## src/hdl/pingPongPkg.sv

```systemverilog
// shared widths, line patterns, mode codes and FSM encodings
// for the host/FPGA ping-pong latency engine
// imported by every RTL module and by the testbench

package pingPongPkg;

   // ******************************
   // widths
   // ******************************
   localparam int addrWidth      = 20;   // cache-line address
   localparam int lineWidth      = 512;  // one cache line
   localparam int numLinesWidth  = 32;   // line-count input
   localparam int countWidth     = 21;   // req / rsp counters
   localparam int checkWidth     = 16;   // low bits compared by the checker
   localparam int infoFieldWidth = 32;   // one field of errorInfo
   localparam int errorInfoWidth = 96;   // {count, addr, data}
   localparam int cfgWidth       = 8;    // testCfg register
   localparam int cfgModeMsb     = 7;    // mode select field
   localparam int cfgModeLsb     = 6;

   // ******************************
   // line patterns
   // ******************************
   localparam logic [lineWidth-1:0] fillLine = {16{32'h0000_0001}};  // bulk line body
   localparam int                   fillAddrBits = 17;  // address stamped into fillLine
   localparam logic [lineWidth-1:0] flagLine = {{14{32'h0000_0000}}, {64{1'b1}}};
   localparam int                   flagWordMsb = 63;   // word polled for the answer
   localparam int                   flagWordLsb = 32;

   // notification mode, codes 2 and 3 fall back to csr
   typedef enum logic [1:0] {
      pollMode = 2'd0,
      csrMode  = 2'd1
   } notifyMode;

   // writer states
   typedef enum logic [2:0] {wsIdle, wsWrite, wsFence, wsFlag, wsDone} wrState;
   // bulk read states
   typedef enum logic [1:0] {rsIdle, rsRead, rsCollect, rsDone} rdState;
   // poll states
   typedef enum logic [1:0] {psIdle, psRead, psWait, psDone} pollState;

endpackage
```

## src/hdl/swPingPongTop.sv

```systemverilog
// top of the ping-pong latency engine
// lineWriter runs the write phase, readEngine the notification and
// read-back, rspChecker the data check on the returned lines
// requests use a hold-until-sent handshake, responses have no back-pressure

module swPingPongTop
   import pingPongPkg::*;
(
   input  logic                      Clk_400,
   input  logic                      rstN,
   // ******************************
   // control
   // ******************************
   input  logic                      go,
   input  logic [numLinesWidth-1:0]  numLines,
   input  logic [cfgWidth-1:0]       testCfg,    // [7:6] notify mode
   input  logic                      csrWrite,
   // write request
   output logic [addrWidth-1:0]      wrAddr,
   output logic [lineWidth-1:0]      wrData,
   output logic                      wrEn,
   output logic                      wrFence,
   input  logic                      wrSent,
   // read request
   output logic [addrWidth-1:0]      rdAddr,
   output logic                      rdEn,
   input  logic                      rdSent,
   // read response
   input  logic                      rdRspValid,
   input  logic [addrWidth-1:0]      rdRspAddr,
   input  logic [lineWidth-1:0]      rdData,
   // status
   output logic                      testCmp,
   output logic                      errorValid,
   output logic [errorInfoWidth-1:0] errorInfo
);

   logic writeDone;    // writer -> read engine
   logic rspCheckEn;   // read engine -> checker

   lineWriter uWriter (
      .Clk_400   (Clk_400),
      .rstN      (rstN),
      .go        (go),
      .numLines  (numLines),
      .wrSent    (wrSent),
      .wrAddr    (wrAddr),
      .wrData    (wrData),
      .wrEn      (wrEn),
      .wrFence   (wrFence),
      .writeDone (writeDone)
   );

   readEngine uReader (
      .Clk_400    (Clk_400),
      .rstN       (rstN),
      .testCfg    (testCfg),
      .numLines   (numLines),
      .csrWrite   (csrWrite),
      .writeDone  (writeDone),
      .rdSent     (rdSent),
      .rdRspValid (rdRspValid),
      .rdData     (rdData),
      .rdAddr     (rdAddr),
      .rdEn       (rdEn),
      .rspCheckEn (rspCheckEn),
      .testCmp    (testCmp)
   );

   rspChecker uChecker (
      .Clk_400    (Clk_400),
      .rstN       (rstN),
      .rdRspValid (rdRspValid),
      .rdRspAddr  (rdRspAddr),
      .rdData     (rdData),
      .rspCheckEn (rspCheckEn),
      .errorValid (errorValid),
      .errorInfo  (errorInfo)
   );

endmodule

```

## src/hdl/rspChecker.sv

```systemverilog
// checks bulk read responses against their own address
// low data bits must match the low address bits
// one register stage before the compare
// errorValid is sticky until reset
// errorInfo holds {count, addr, data} of the latest bad response

module rspChecker
   import pingPongPkg::*;
(
   input  logic                      Clk_400,
   input  logic                      rstN,
   input  logic                      rdRspValid,
   input  logic [addrWidth-1:0]      rdRspAddr,
   input  logic [lineWidth-1:0]      rdData,
   input  logic                      rspCheckEn,   // only bulk responses
   output logic                      errorValid,
   output logic [errorInfoWidth-1:0] errorInfo
);

   logic                  rspValidQ;
   logic [addrWidth-1:0]  addrQ;      // full line address for errorInfo
   logic [checkWidth-1:0] dataQ;
   logic [countWidth-1:0] rspCount;   // checked responses so far
   logic                  badRsp;

   assign badRsp = rspValidQ && (dataQ != addrQ[checkWidth-1:0]);

   always_ff @(posedge Clk_400 or negedge rstN)
   begin
      if (!rstN)
      begin
         rspValidQ  <= 1'b0;
         rspCount   <= '0;
         errorValid <= 1'b0;
      end
      else
      begin
         rspValidQ <= rdRspValid && rspCheckEn;
         if (rdRspValid && rspCheckEn)
            rspCount <= rspCount + 1'b1;
         if (badRsp)
            errorValid <= 1'b1;   // stays set
      end
   end

   // response payload and error capture
   always_ff @(posedge Clk_400)
   begin
      addrQ <= rdRspAddr;
      dataQ <= rdData[checkWidth-1:0];
      if (badRsp)
         errorInfo <= {infoFieldWidth'(rspCount), infoFieldWidth'(addrQ),
                       infoFieldWidth'(dataQ)};
   end

endmodule

```

## src/hdl/readEngine.sv

```systemverilog
// read side of the ping-pong test
// waits for the host answer (poll of the flag line or a csr strobe),
// then reads the N lines back and counts the responses
// poll and bulk reads share one read request port
// testCmp rises once both phases are done and holds until reset

module readEngine
   import pingPongPkg::*;
(
   input  logic                     Clk_400,
   input  logic                     rstN,
   input  logic [cfgWidth-1:0]      testCfg,
   input  logic [numLinesWidth-1:0] numLines,
   input  logic                     csrWrite,     // host answer in csr mode
   input  logic                     writeDone,    // from lineWriter
   input  logic                     rdSent,
   input  logic                     rdRspValid,
   input  logic [lineWidth-1:0]     rdData,
   output logic [addrWidth-1:0]     rdAddr,
   output logic                     rdEn,
   output logic                     rspCheckEn,   // bulk read window
   output logic                     testCmp
);

   notifyMode             cfgMode;
   logic                  pollSel;
   logic                  csrSel;
   logic                  flagHit;
   logic                  startRd;    // one-cycle start of the bulk read
   pollState              pollSt;
   rdState                rdSt;
   logic [addrWidth-1:0]  bulkAddr;
   logic [countWidth-1:0] reqCount;   // 1-based, like the writer
   logic [countWidth-1:0] rspCount;

   assign cfgMode = notifyMode'(testCfg[cfgModeMsb:cfgModeLsb]);
   assign pollSel = (cfgMode == pollMode);
   assign csrSel  = (cfgMode == csrMode) || testCfg[cfgModeMsb];   // 2, 3 act as csr

   assign flagHit = (rdData[flagWordMsb:flagWordLsb] == '1);

   // answer seen: good poll response or csr strobe while idle
   assign startRd = ((pollSt == psWait) && rdRspValid && flagHit)
                 || (csrSel && csrWrite && (rdSt == rsIdle));

   // shared read port, poll always targets the flag line
   assign rdEn   = (pollSt == psRead) || (rdSt == rsRead);
   assign rdAddr = (rdSt == rsRead) ? bulkAddr : numLines[addrWidth-1:0];

   assign rspCheckEn = (rdSt == rsRead) || (rdSt == rsCollect);

   // ******************************
   // poll FSM
   // ******************************
   always_ff @(posedge Clk_400 or negedge rstN)
   begin
      if (!rstN)
         pollSt <= psIdle;
      else
      begin
         case (pollSt)
            psIdle:
               if (pollSel && writeDone)
                  pollSt <= psRead;
            psRead:
               if (rdSent)
                  pollSt <= psWait;
            psWait:
            begin
               if (rdRspValid)
                  pollSt <= flagHit ? psDone : psRead;   // miss: poll again
            end
            default:
               pollSt <= pollSt;
         endcase
      end
   end

   // ******************************
   // bulk read FSM
   // ******************************
   always_ff @(posedge Clk_400 or negedge rstN)
   begin
      if (!rstN)
      begin
         rdSt     <= rsIdle;
         bulkAddr <= '0;
         reqCount <= '0;
         rspCount <= '0;
      end
      else
      begin
         if (rdRspValid && rspCheckEn)
            rspCount <= rspCount + 1'b1;   // any order, any latency
         case (rdSt)
            rsIdle:
            begin
               bulkAddr <= '0;
               reqCount <= countWidth'(1);
               rspCount <= '0;
               if (startRd)
                  rdSt <= (numLines != '0) ? rsRead : rsDone;   // N=0 done at once
            end
            rsRead:
            begin
               if (rdSent)
               begin
                  bulkAddr <= bulkAddr + 1'b1;
                  reqCount <= reqCount + 1'b1;
                  if (numLinesWidth'(reqCount) == numLines)
                     rdSt <= rsCollect;
               end
            end
            rsCollect:
            begin
               if (numLinesWidth'(rspCount) == numLines)
                  rdSt <= rsDone;
            end
            default:
               rdSt <= rdSt;
         endcase
      end
   end

   // completion, sticky
   always_ff @(posedge Clk_400 or negedge rstN)
   begin
      if (!rstN)
         testCmp <= 1'b0;
      else if (writeDone && (rdSt == rsDone))
         testCmp <= 1'b1;
   end

endmodule

```

## src/hdl/lineWriter.sv

```systemverilog
// write phase of the ping-pong test
// after go: N bulk lines, one write fence, then the flag line at address N
// a request is held until wrSent accepts it
// writeDone goes high once the flag write has been accepted

module lineWriter
   import pingPongPkg::*;
(
   input  logic                     Clk_400,
   input  logic                     rstN,
   input  logic                     go,         // start pulse, seen in idle
   input  logic [numLinesWidth-1:0] numLines,   // N
   input  logic                     wrSent,     // current request taken
   output logic [addrWidth-1:0]     wrAddr,
   output logic [lineWidth-1:0]     wrData,
   output logic                     wrEn,
   output logic                     wrFence,
   output logic                     writeDone
);

   wrState                state;
   logic [countWidth-1:0] wrCount;   // 1-based index of the line on the bus
   logic                  lastLine;

   assign lastLine = (numLinesWidth'(wrCount) == numLines);

   // requests decode straight from state, so they hold until accepted
   assign wrEn      = (state == wsWrite) || (state == wsFlag);
   assign wrFence   = (state == wsFence);
   assign writeDone = (state == wsDone);

   // flag line goes out whole, bulk lines carry their address
   assign wrData = (state == wsFlag) ? flagLine
                 : {fillLine[lineWidth-1:fillAddrBits], wrAddr[fillAddrBits-1:0]};

   // ******************************
   // write FSM
   // ******************************
   always_ff @(posedge Clk_400 or negedge rstN)
   begin
      if (!rstN)
      begin
         state   <= wsIdle;
         wrAddr  <= '0;
         wrCount <= '0;
      end
      else
      begin
         case (state)
            wsIdle:
            begin
               wrAddr  <= '0;
               wrCount <= countWidth'(1);
               if (go)
               begin
                  if (numLines != '0)
                     state <= wsWrite;
                  else
                     state <= wsFlag;   // N=0: flag at address 0, no fence
               end
            end
            wsWrite:
            begin
               if (wrSent)
               begin
                  wrAddr  <= wrAddr + 1'b1;   // ends at N for the flag
                  wrCount <= wrCount + 1'b1;
                  if (lastLine)
                     state <= wsFence;
               end
            end
            wsFence:
            begin
               if (wrSent)
                  state <= wsFlag;
            end
            wsFlag:
            begin
               if (wrSent)
                  state <= wsDone;
            end
            default:
               state <= state;   // done until reset
         endcase
      end
   end

endmodule

```

## config.mk

```make
export PLATFORM = sky130hd
export DESIGN_NAME = swPingPongTop
export DESIGN_NICKNAME = d
export VERILOG_FILES = /design/src/hdl/pingPongPkg.sv /design/src/hdl/swPingPongTop.sv /design/src/hdl/rspChecker.sv /design/src/hdl/readEngine.sv /design/src/hdl/lineWriter.sv
export SDC_FILE = /design/constraint.sdc
export NUM_CORES = 1
export LEC_CHECK = 0
export ABC_AREA = 1
export BUFFER_PORTS_ARGS = -buffer_cell sky130_fd_sc_hd__buf_2
export CORE_AREA = 2 2 486 488
export CTS_BUF_LIST = sky130_fd_sc_hd__clkbuf_8
export DETAILED_ROUTE_END_ITERATION = 16
export DIE_AREA = 0 0 488 490
export PLACE_DENSITY = 0.3
export SLEW_MARGIN = 15
export SYNTH_ARGS = -nofsm -noshare
export SYNTH_HDL_FRONTEND = slang
export SYNTH_HIERARCHICAL = 1
export SYNTH_SLANG_ARGS = --single-unit
export TNS_END_PERCENT = 30
```

## constraint.sdc

```tcl
create_clock -name Clk_400 -period 6.45 [get_ports Clk_400]
set_input_delay 0.3225 -clock Clk_400 [delete_from_list [all_inputs] [get_ports Clk_400]]
set_output_delay 0.3225 -clock Clk_400 [all_outputs]
set_load 0.1 [all_outputs]
```

# Yosys cells after proc, flatten, opt, wreduce, memory -nomap -nowiden
# Cells that the tools add are included.
totals:
  elab_cells: 107
  inputBits: 579
  register_bits: 227
op_classes:
  muxes: 30
  n_eq_ne: 27
  addsub: 6
  n_reduce_logical: 29
op_table:
  columns: ["operator", "count"]
  rows:
  - ["two-way mux 481 bit", 1]
  - ["== test 21 x 32 -> 1 bit", 3]
  - ["adder 21 x 1 -> 21 bit, second input constant", 4]
  - ["two-way mux 21 bit", 4]
  - ["one-hot mux 21 bit (2 select lines)", 2]
  - ["one-hot mux 20 bit (2 select lines)", 2]
  - ["two-way mux 20 bit", 3]
  - ["adder 20 x 1 -> 20 bit, second input constant", 2]
  - ["== test 32 bit, second input constant", 1]
  - ["nonzero test 32 bit", 1]
  - ["two-way mux 2 bit", 10]
  - ["inequality test 16 bit", 1]
  - ["inequality test 2 bit, second input constant", 8]
  - ["two-way mux 3 bit", 5]
  - ["one-hot mux 2 bit (3 select lines)", 2]
  - ["one-hot mux 3 bit (4 select lines)", 1]
  - ["logical AND 1 bit", 8]
  - ["inequality test 2 x 1 -> 1 bit, second input constant", 4]
  - ["== test 2 x 1 -> 1 bit, second input constant", 3]
  - ["== test 2 bit, second input constant", 3]
  - ["== test 3 x 2 -> 1 bit, second input constant", 2]
  - ["zero test 2 bit", 3]
  - ["AND reduction 6 bit", 1]
  - ["nonzero test 2 bit", 3]
  - ["other kinds (9)", 15]

# Logic depth before layout (Yosys ltp)
depth:
  ltp_word: 7
  depth_mapped: 13
  mapped_depth_nobuf: 13

# Modules after synthesis
# Netlist, hierarchy kept.
modules_own_cells:
  columns: ["module", "cells_each", "instances", "seq_area_each_um2", "area_per_inst_um2"]
  rows:
  - ["lineWriter", 983, 1, 1101.1, 6765.2]
  - ["readEngine", 765, 1, 1676.6, 4904.7]
  - ["rspChecker", 348, 1, 3007.9, 4214.0]

# Worst setup path after synthesis
# OpenSTA, ideal clock, no wires.
synth_timing:
  kind: "register to output"
  startpoint: "register uWriter.state[1]"
  endpoint: "output port wrData[11]"
  setup_slack_ps: -871
  arrival_ps: 6999
  stages_incl_launch_ff: 6
  path_cell_list: "dfrtp_1 -> inv_1 -> nor3_1 -> inv_1 -> buf_2 -> nand2_1"
synth_via:
  elab_chain_cells: 2
synth_lines:
  columns: ["element", "line", "rtl"]
  rows:
  - ["start: declaration", "lineWriter.sv:21", "wrState state;"]
  - ["start signal: assignment", "lineWriter.sv:43", "state <= wsIdle;"]
  - ["start signal: assignment", "lineWriter.sv:57", "state <= wsWrite;"]
  - ["start signal: assignment", "lineWriter.sv:59", "state <= wsFlag;"]
  - ["== test 3 x 2 -> 1 bit", "lineWriter.sv:33", "assign wrData = (state == wsFlag) ? flagLine"]
  - ["two-way mux 481 bit", "lineWriter.sv:33", null]
  - ["end: declaration", "swPingPongTop.sv:20", "output logic [lineWidth-1:0] wrData,"]
# No other way between the ends.

# Worst setup path after layout
layout_timing:
  startpoint: "register uWriter.state[1]"
  endpoint: "output port wrData[6]"
# The elaborated chain is that of the path after synthesis.

==> results.md <==
- #FFs+latches synth: between 200 and 250
- Synth Area in XOR/XNOR: 1.27%
- Worst ir drop on vdd: approximately 0.19 mV
- Skew final: between 0.04 and 0.05 ns
- CP Buf/Inv Count: 4
- I/O Buffers: around 290
- Top FF cell, synth: dfrtp_1
- Multiplexer area fraction after synthesis: 0%
- Total wire length: roughly 60000 um
- Sw frac: 57.9%
- Crit-path slowest cell: inv_1
- Most frequent cells after synthesis: buf_4, nand2_1, inv_1
- Main combinational cell family by area after synthesis: buffers and inverters
- CP Cell Sequence: inv_1 > nor3_4 > buf_4 > inv_1 > nand2_1 > buf_2
- Nets: roughly 3000
- Max Slew Vio Count: 0
- Final Cycle Share: a little over half
- Core area: 234000 sq um
- # fillers: 27497
- Mapped Cells: approximately 2100
- Avg Inst Size Synth: between 7 and 8 sq um
- Largest stage delay on the critical path: between 0.5 and 0.6 ns
- FP Rows: between 150 and 200
- RSZ-0062 raised after global routing: false
- CP required: between 6 and 7 ns
- # DRC: 0
- Min Tclk post-route: roughly 3.4 ns
- Status: finished clean
- Root Buffer: clkbuf_8
- Post-CTS Setup Repair Bufs: 0
- Arr. time, crit path: 3.09 ns
- Logic pwr share: slightly below 50%
- Gr ovfl total: 0
- Count of unique library cells instantiated by Yosys: 48
- Critical path's most frequent cell: inv_1
- Full die area: around 240000 sq um
- First DRT Iteration DRCs: 470
- CP top delay family: buffers and inverters
- Area Overhead vs Synth: 28.4%
- All-Layer GR Usage: under 10%
- Slew margin rel.: 29.2%
- Post-synth ARST share: approximately three fifths
- CTS Sinks: about 230
- Yosys top cell by area: buf_4
- Switching power: 3.97 mW
- Initial Utilization: under 10%
- Die Span Y: between 400 and 500 um
- Kind of critical path: reg -> out
- Drt wl/cell: 10.7 um
- Die X: 488 um
- Worst setup startpoint: uWriter/state[1]$_DFFE_PN0P_
- Sequential cell area fraction in the yosys report: 36.4%
- TNS Setup: 0 ns
- TritonCTS clock tree: done
- Layout cells sized above 1: around 18%
- Clock transition at the registers of the reported paths: about 0.070 ns
- Antenna violations before repair: 16
- Max_cap viols: 0
- CP Launch Type: register
- DRT Pass-1 Iters: 5
- Int Pwr: 2.89 mW
- Vias in the first global route: roughly 11000
- First-pass GRT wire length: 81500 um
- Synth warn: 6
- Via/cell ratio: approximately 2.3
- Worst-margin pin slew: 1.06 ns
- Worst Hold Class: in -> reg
- Clk_lat worst skew: slightly above 0.7 ns
- Multi-input logic area: a little under 7000 sq um
- Crit end category: output port
- Top cells by area, synth: buf_4, dfrtp_1, nand2_1, edfxtp_1, inv_1
- CP max FO: 50
- Largest net degree at the start of global routing: just under 70
- Crit Reg-Reg Startpoint: uReader/rdSt[1]$_DFFE_PN0P_
- Fmax: 293 MHz
- Adder-cell share of the synthesized area: 1.26%
- CTS max path bufs: 3
- Clock power frac: roughly a quarter
- Hold Path Origin: wrSent
- Area of all sequential standard cells: between 5000 and 6000 sq um
- P per Cell Area: approximately 340 nW/um^2
- Final Hold Viols: 0
- Post-DP HPWL: 48100 um
- DR vias: 12637
- Post-layout util: under 10%
- Remaining antenna violation count: 0
- Synth Area in Simple Gates: roughly 24%
- Post-synth top area share: ~25%
- Num CTS Buffers: 49
- # IOs: approximately 1200
- Seq pwr share: between 20% and 30%
- Leak Pwr: 9.26 nW
- CTS HTree Levels: 2
- Synth Area in Compound Gates: about 5.6%
- Most frequent cell after synthesis: buf_4
- Final setup violation count: 0
- Routability cong.: ~0.76
- Mapped cell area: about 16000 sq um
- EDFF count, synth: 57
registers in the layout (all words and copies together), names as in the netlist:
| signal | count |
|---|---|
| uChecker/errorInfo | 57 |
| uChecker/rspValidQ | 1 |
| uChecker/addrQ | 20 |
| uWriter/state | 3 |
| uWriter/wrCount | 21 |
| uReader/rspCount | 21 |
| uChecker/rspCount | 21 |
| uReader/testCmp | 1 |
| uReader/rdSt | 2 |
| uReader/pollSt | 2 |
| uReader/bulkAddr | 20 |
| uChecker/errorValid | 1 |
| uChecker/dataQ | 16 |
| uReader/reqCount | 21 |
| uWriter/wrAddr | 20 |
cell families (layout without fill, tap and decap cells):
| family | count (synthesis) | count (layout) |
|---|---|---|
| adders and majority gates | 16 | 16 |
| buffers and inverters | 787 | 658 |
| DFF | 227 | 227 |
| AOI/OAI and AO/OA | 168 | 168 |
| other | 3 | 478 |
| and+or+nand+nor | 872 | 872 |
| xor gates and xnor gates | 23 | 23 |
layout by cell type, fill, tap and decap left out, drive strengths merged, types with 57 or more instances in the layout:
master	netlist	layout
nor2	214	214
dfrtp	134	134
buf	542	296
nand3	63	63
clkbuf	8	58
edfxtp	57	57
nand2	491	491
o21ai	97	97
inv	237	256
conb	3	474
worst min-delay path: cells and delay by family:
| kind | cells | cell delay, ns |
|---|---|---|
| buffers and inverters | 1 | 0.14 |
| and+or+nand+nor | 2 | 0.20 |
| AOI/OAI and AO/OA | 1 | 0.05 |
cell type report:
| class | count | share of cell area (%) |
|---|---|---|
| multi-input cells | 1553 | 33.8 |
| diodes | 4 | 0.0491 |
| clock inverters | 30 | 0.920 |
| inverters | 237 | 4.37 |
| clock buffers | 58 | 3.91 |
| well taps | 3150 | 19.3 |
| repair buffers | 333 | 9.22 |
| flip-flops and latches | 227 | 28.4 |
worst paths after layout:
path,end,slack (ns),cells after the start
worst max-delay path,wrData[6],3.04,6
worst min-delay path,uWriter/wrCount[0]$_DFFE_PN0P_,0.1,4
worst max register to register,uReader/reqCount[13]$_DFFE_PN0P_,3.55,13
worst min register to register,uChecker/errorInfo[51]$_DFFE_PP_,0.40,0
max in group asynchronous,uReader/reqCount[9]$_DFFE_PN0P_,5.04,3
min in group asynchronous,uChecker/errorValid$_DFFE_PN0P_,0.26,2
repair_timing:
| action | 4_1_cts | 5_1_grt |
|---|---|---|
| endpoints found under the hold margin | 101 | 0 |
| gates resized for setup | 0 | 0 |
| hold buffers | 37 | 0 |
stage by stage:
| stage | std cells | power (mW) | area (sq um) | setup slack [ns] | hold slack [ns] |
|---|---|---|---|---|---|
| 3_5_place_dp | 5463 | 5.27 | 19000 | 3.43 | 0.389 |
| 2_1_floorplan | 2567 | 4.93 | 17700 | 1.34 | 0.0269 |
| 4_1_cts | 5588 | 7.03 | 20400 | 2.77 | 0.0104 |
| 6_report | 5592 | 6.86 | 20400 | 3.04 | 0.0982 |
| 3_3_place_gp | 5463 | 5.27 | 19000 | 3.42 | 0.386 |
| 5_1_grt | 5590 | 7.21 | 20400 | 2.70 | 0.0703 |
layer usage:
layer  share of wire (%)  up-vias  global-route usage, %  routed length [um]
met2                  50      732                   8.67               29900
li1                    -     6181                      -                   -
met3                 8.0      124                   1.31                4790
met4                 4.2        4                   2.03                2520
met5               0.042        -                      0                  25
met1                  38     5596                   5.03               22700
power groups by stage:
| stage | Sequential, mW | Combinational [mW] | Clock, mW |
|---|---|---|---|
| 2_1_floorplan | 2.63 | 2.30 | 0 |
| 3_3_place_gp | 1.83 | 3.44 | 0 |
| 3_5_place_dp | 1.83 | 3.43 | 0 |
| 4_1_cts | 1.81 | 3.45 | 1.76 |
| 5_1_grt | 1.83 | 3.57 | 1.81 |
| 6_report | 1.80 | 3.41 | 1.65 |
Power figures use the tool's default switching activity.
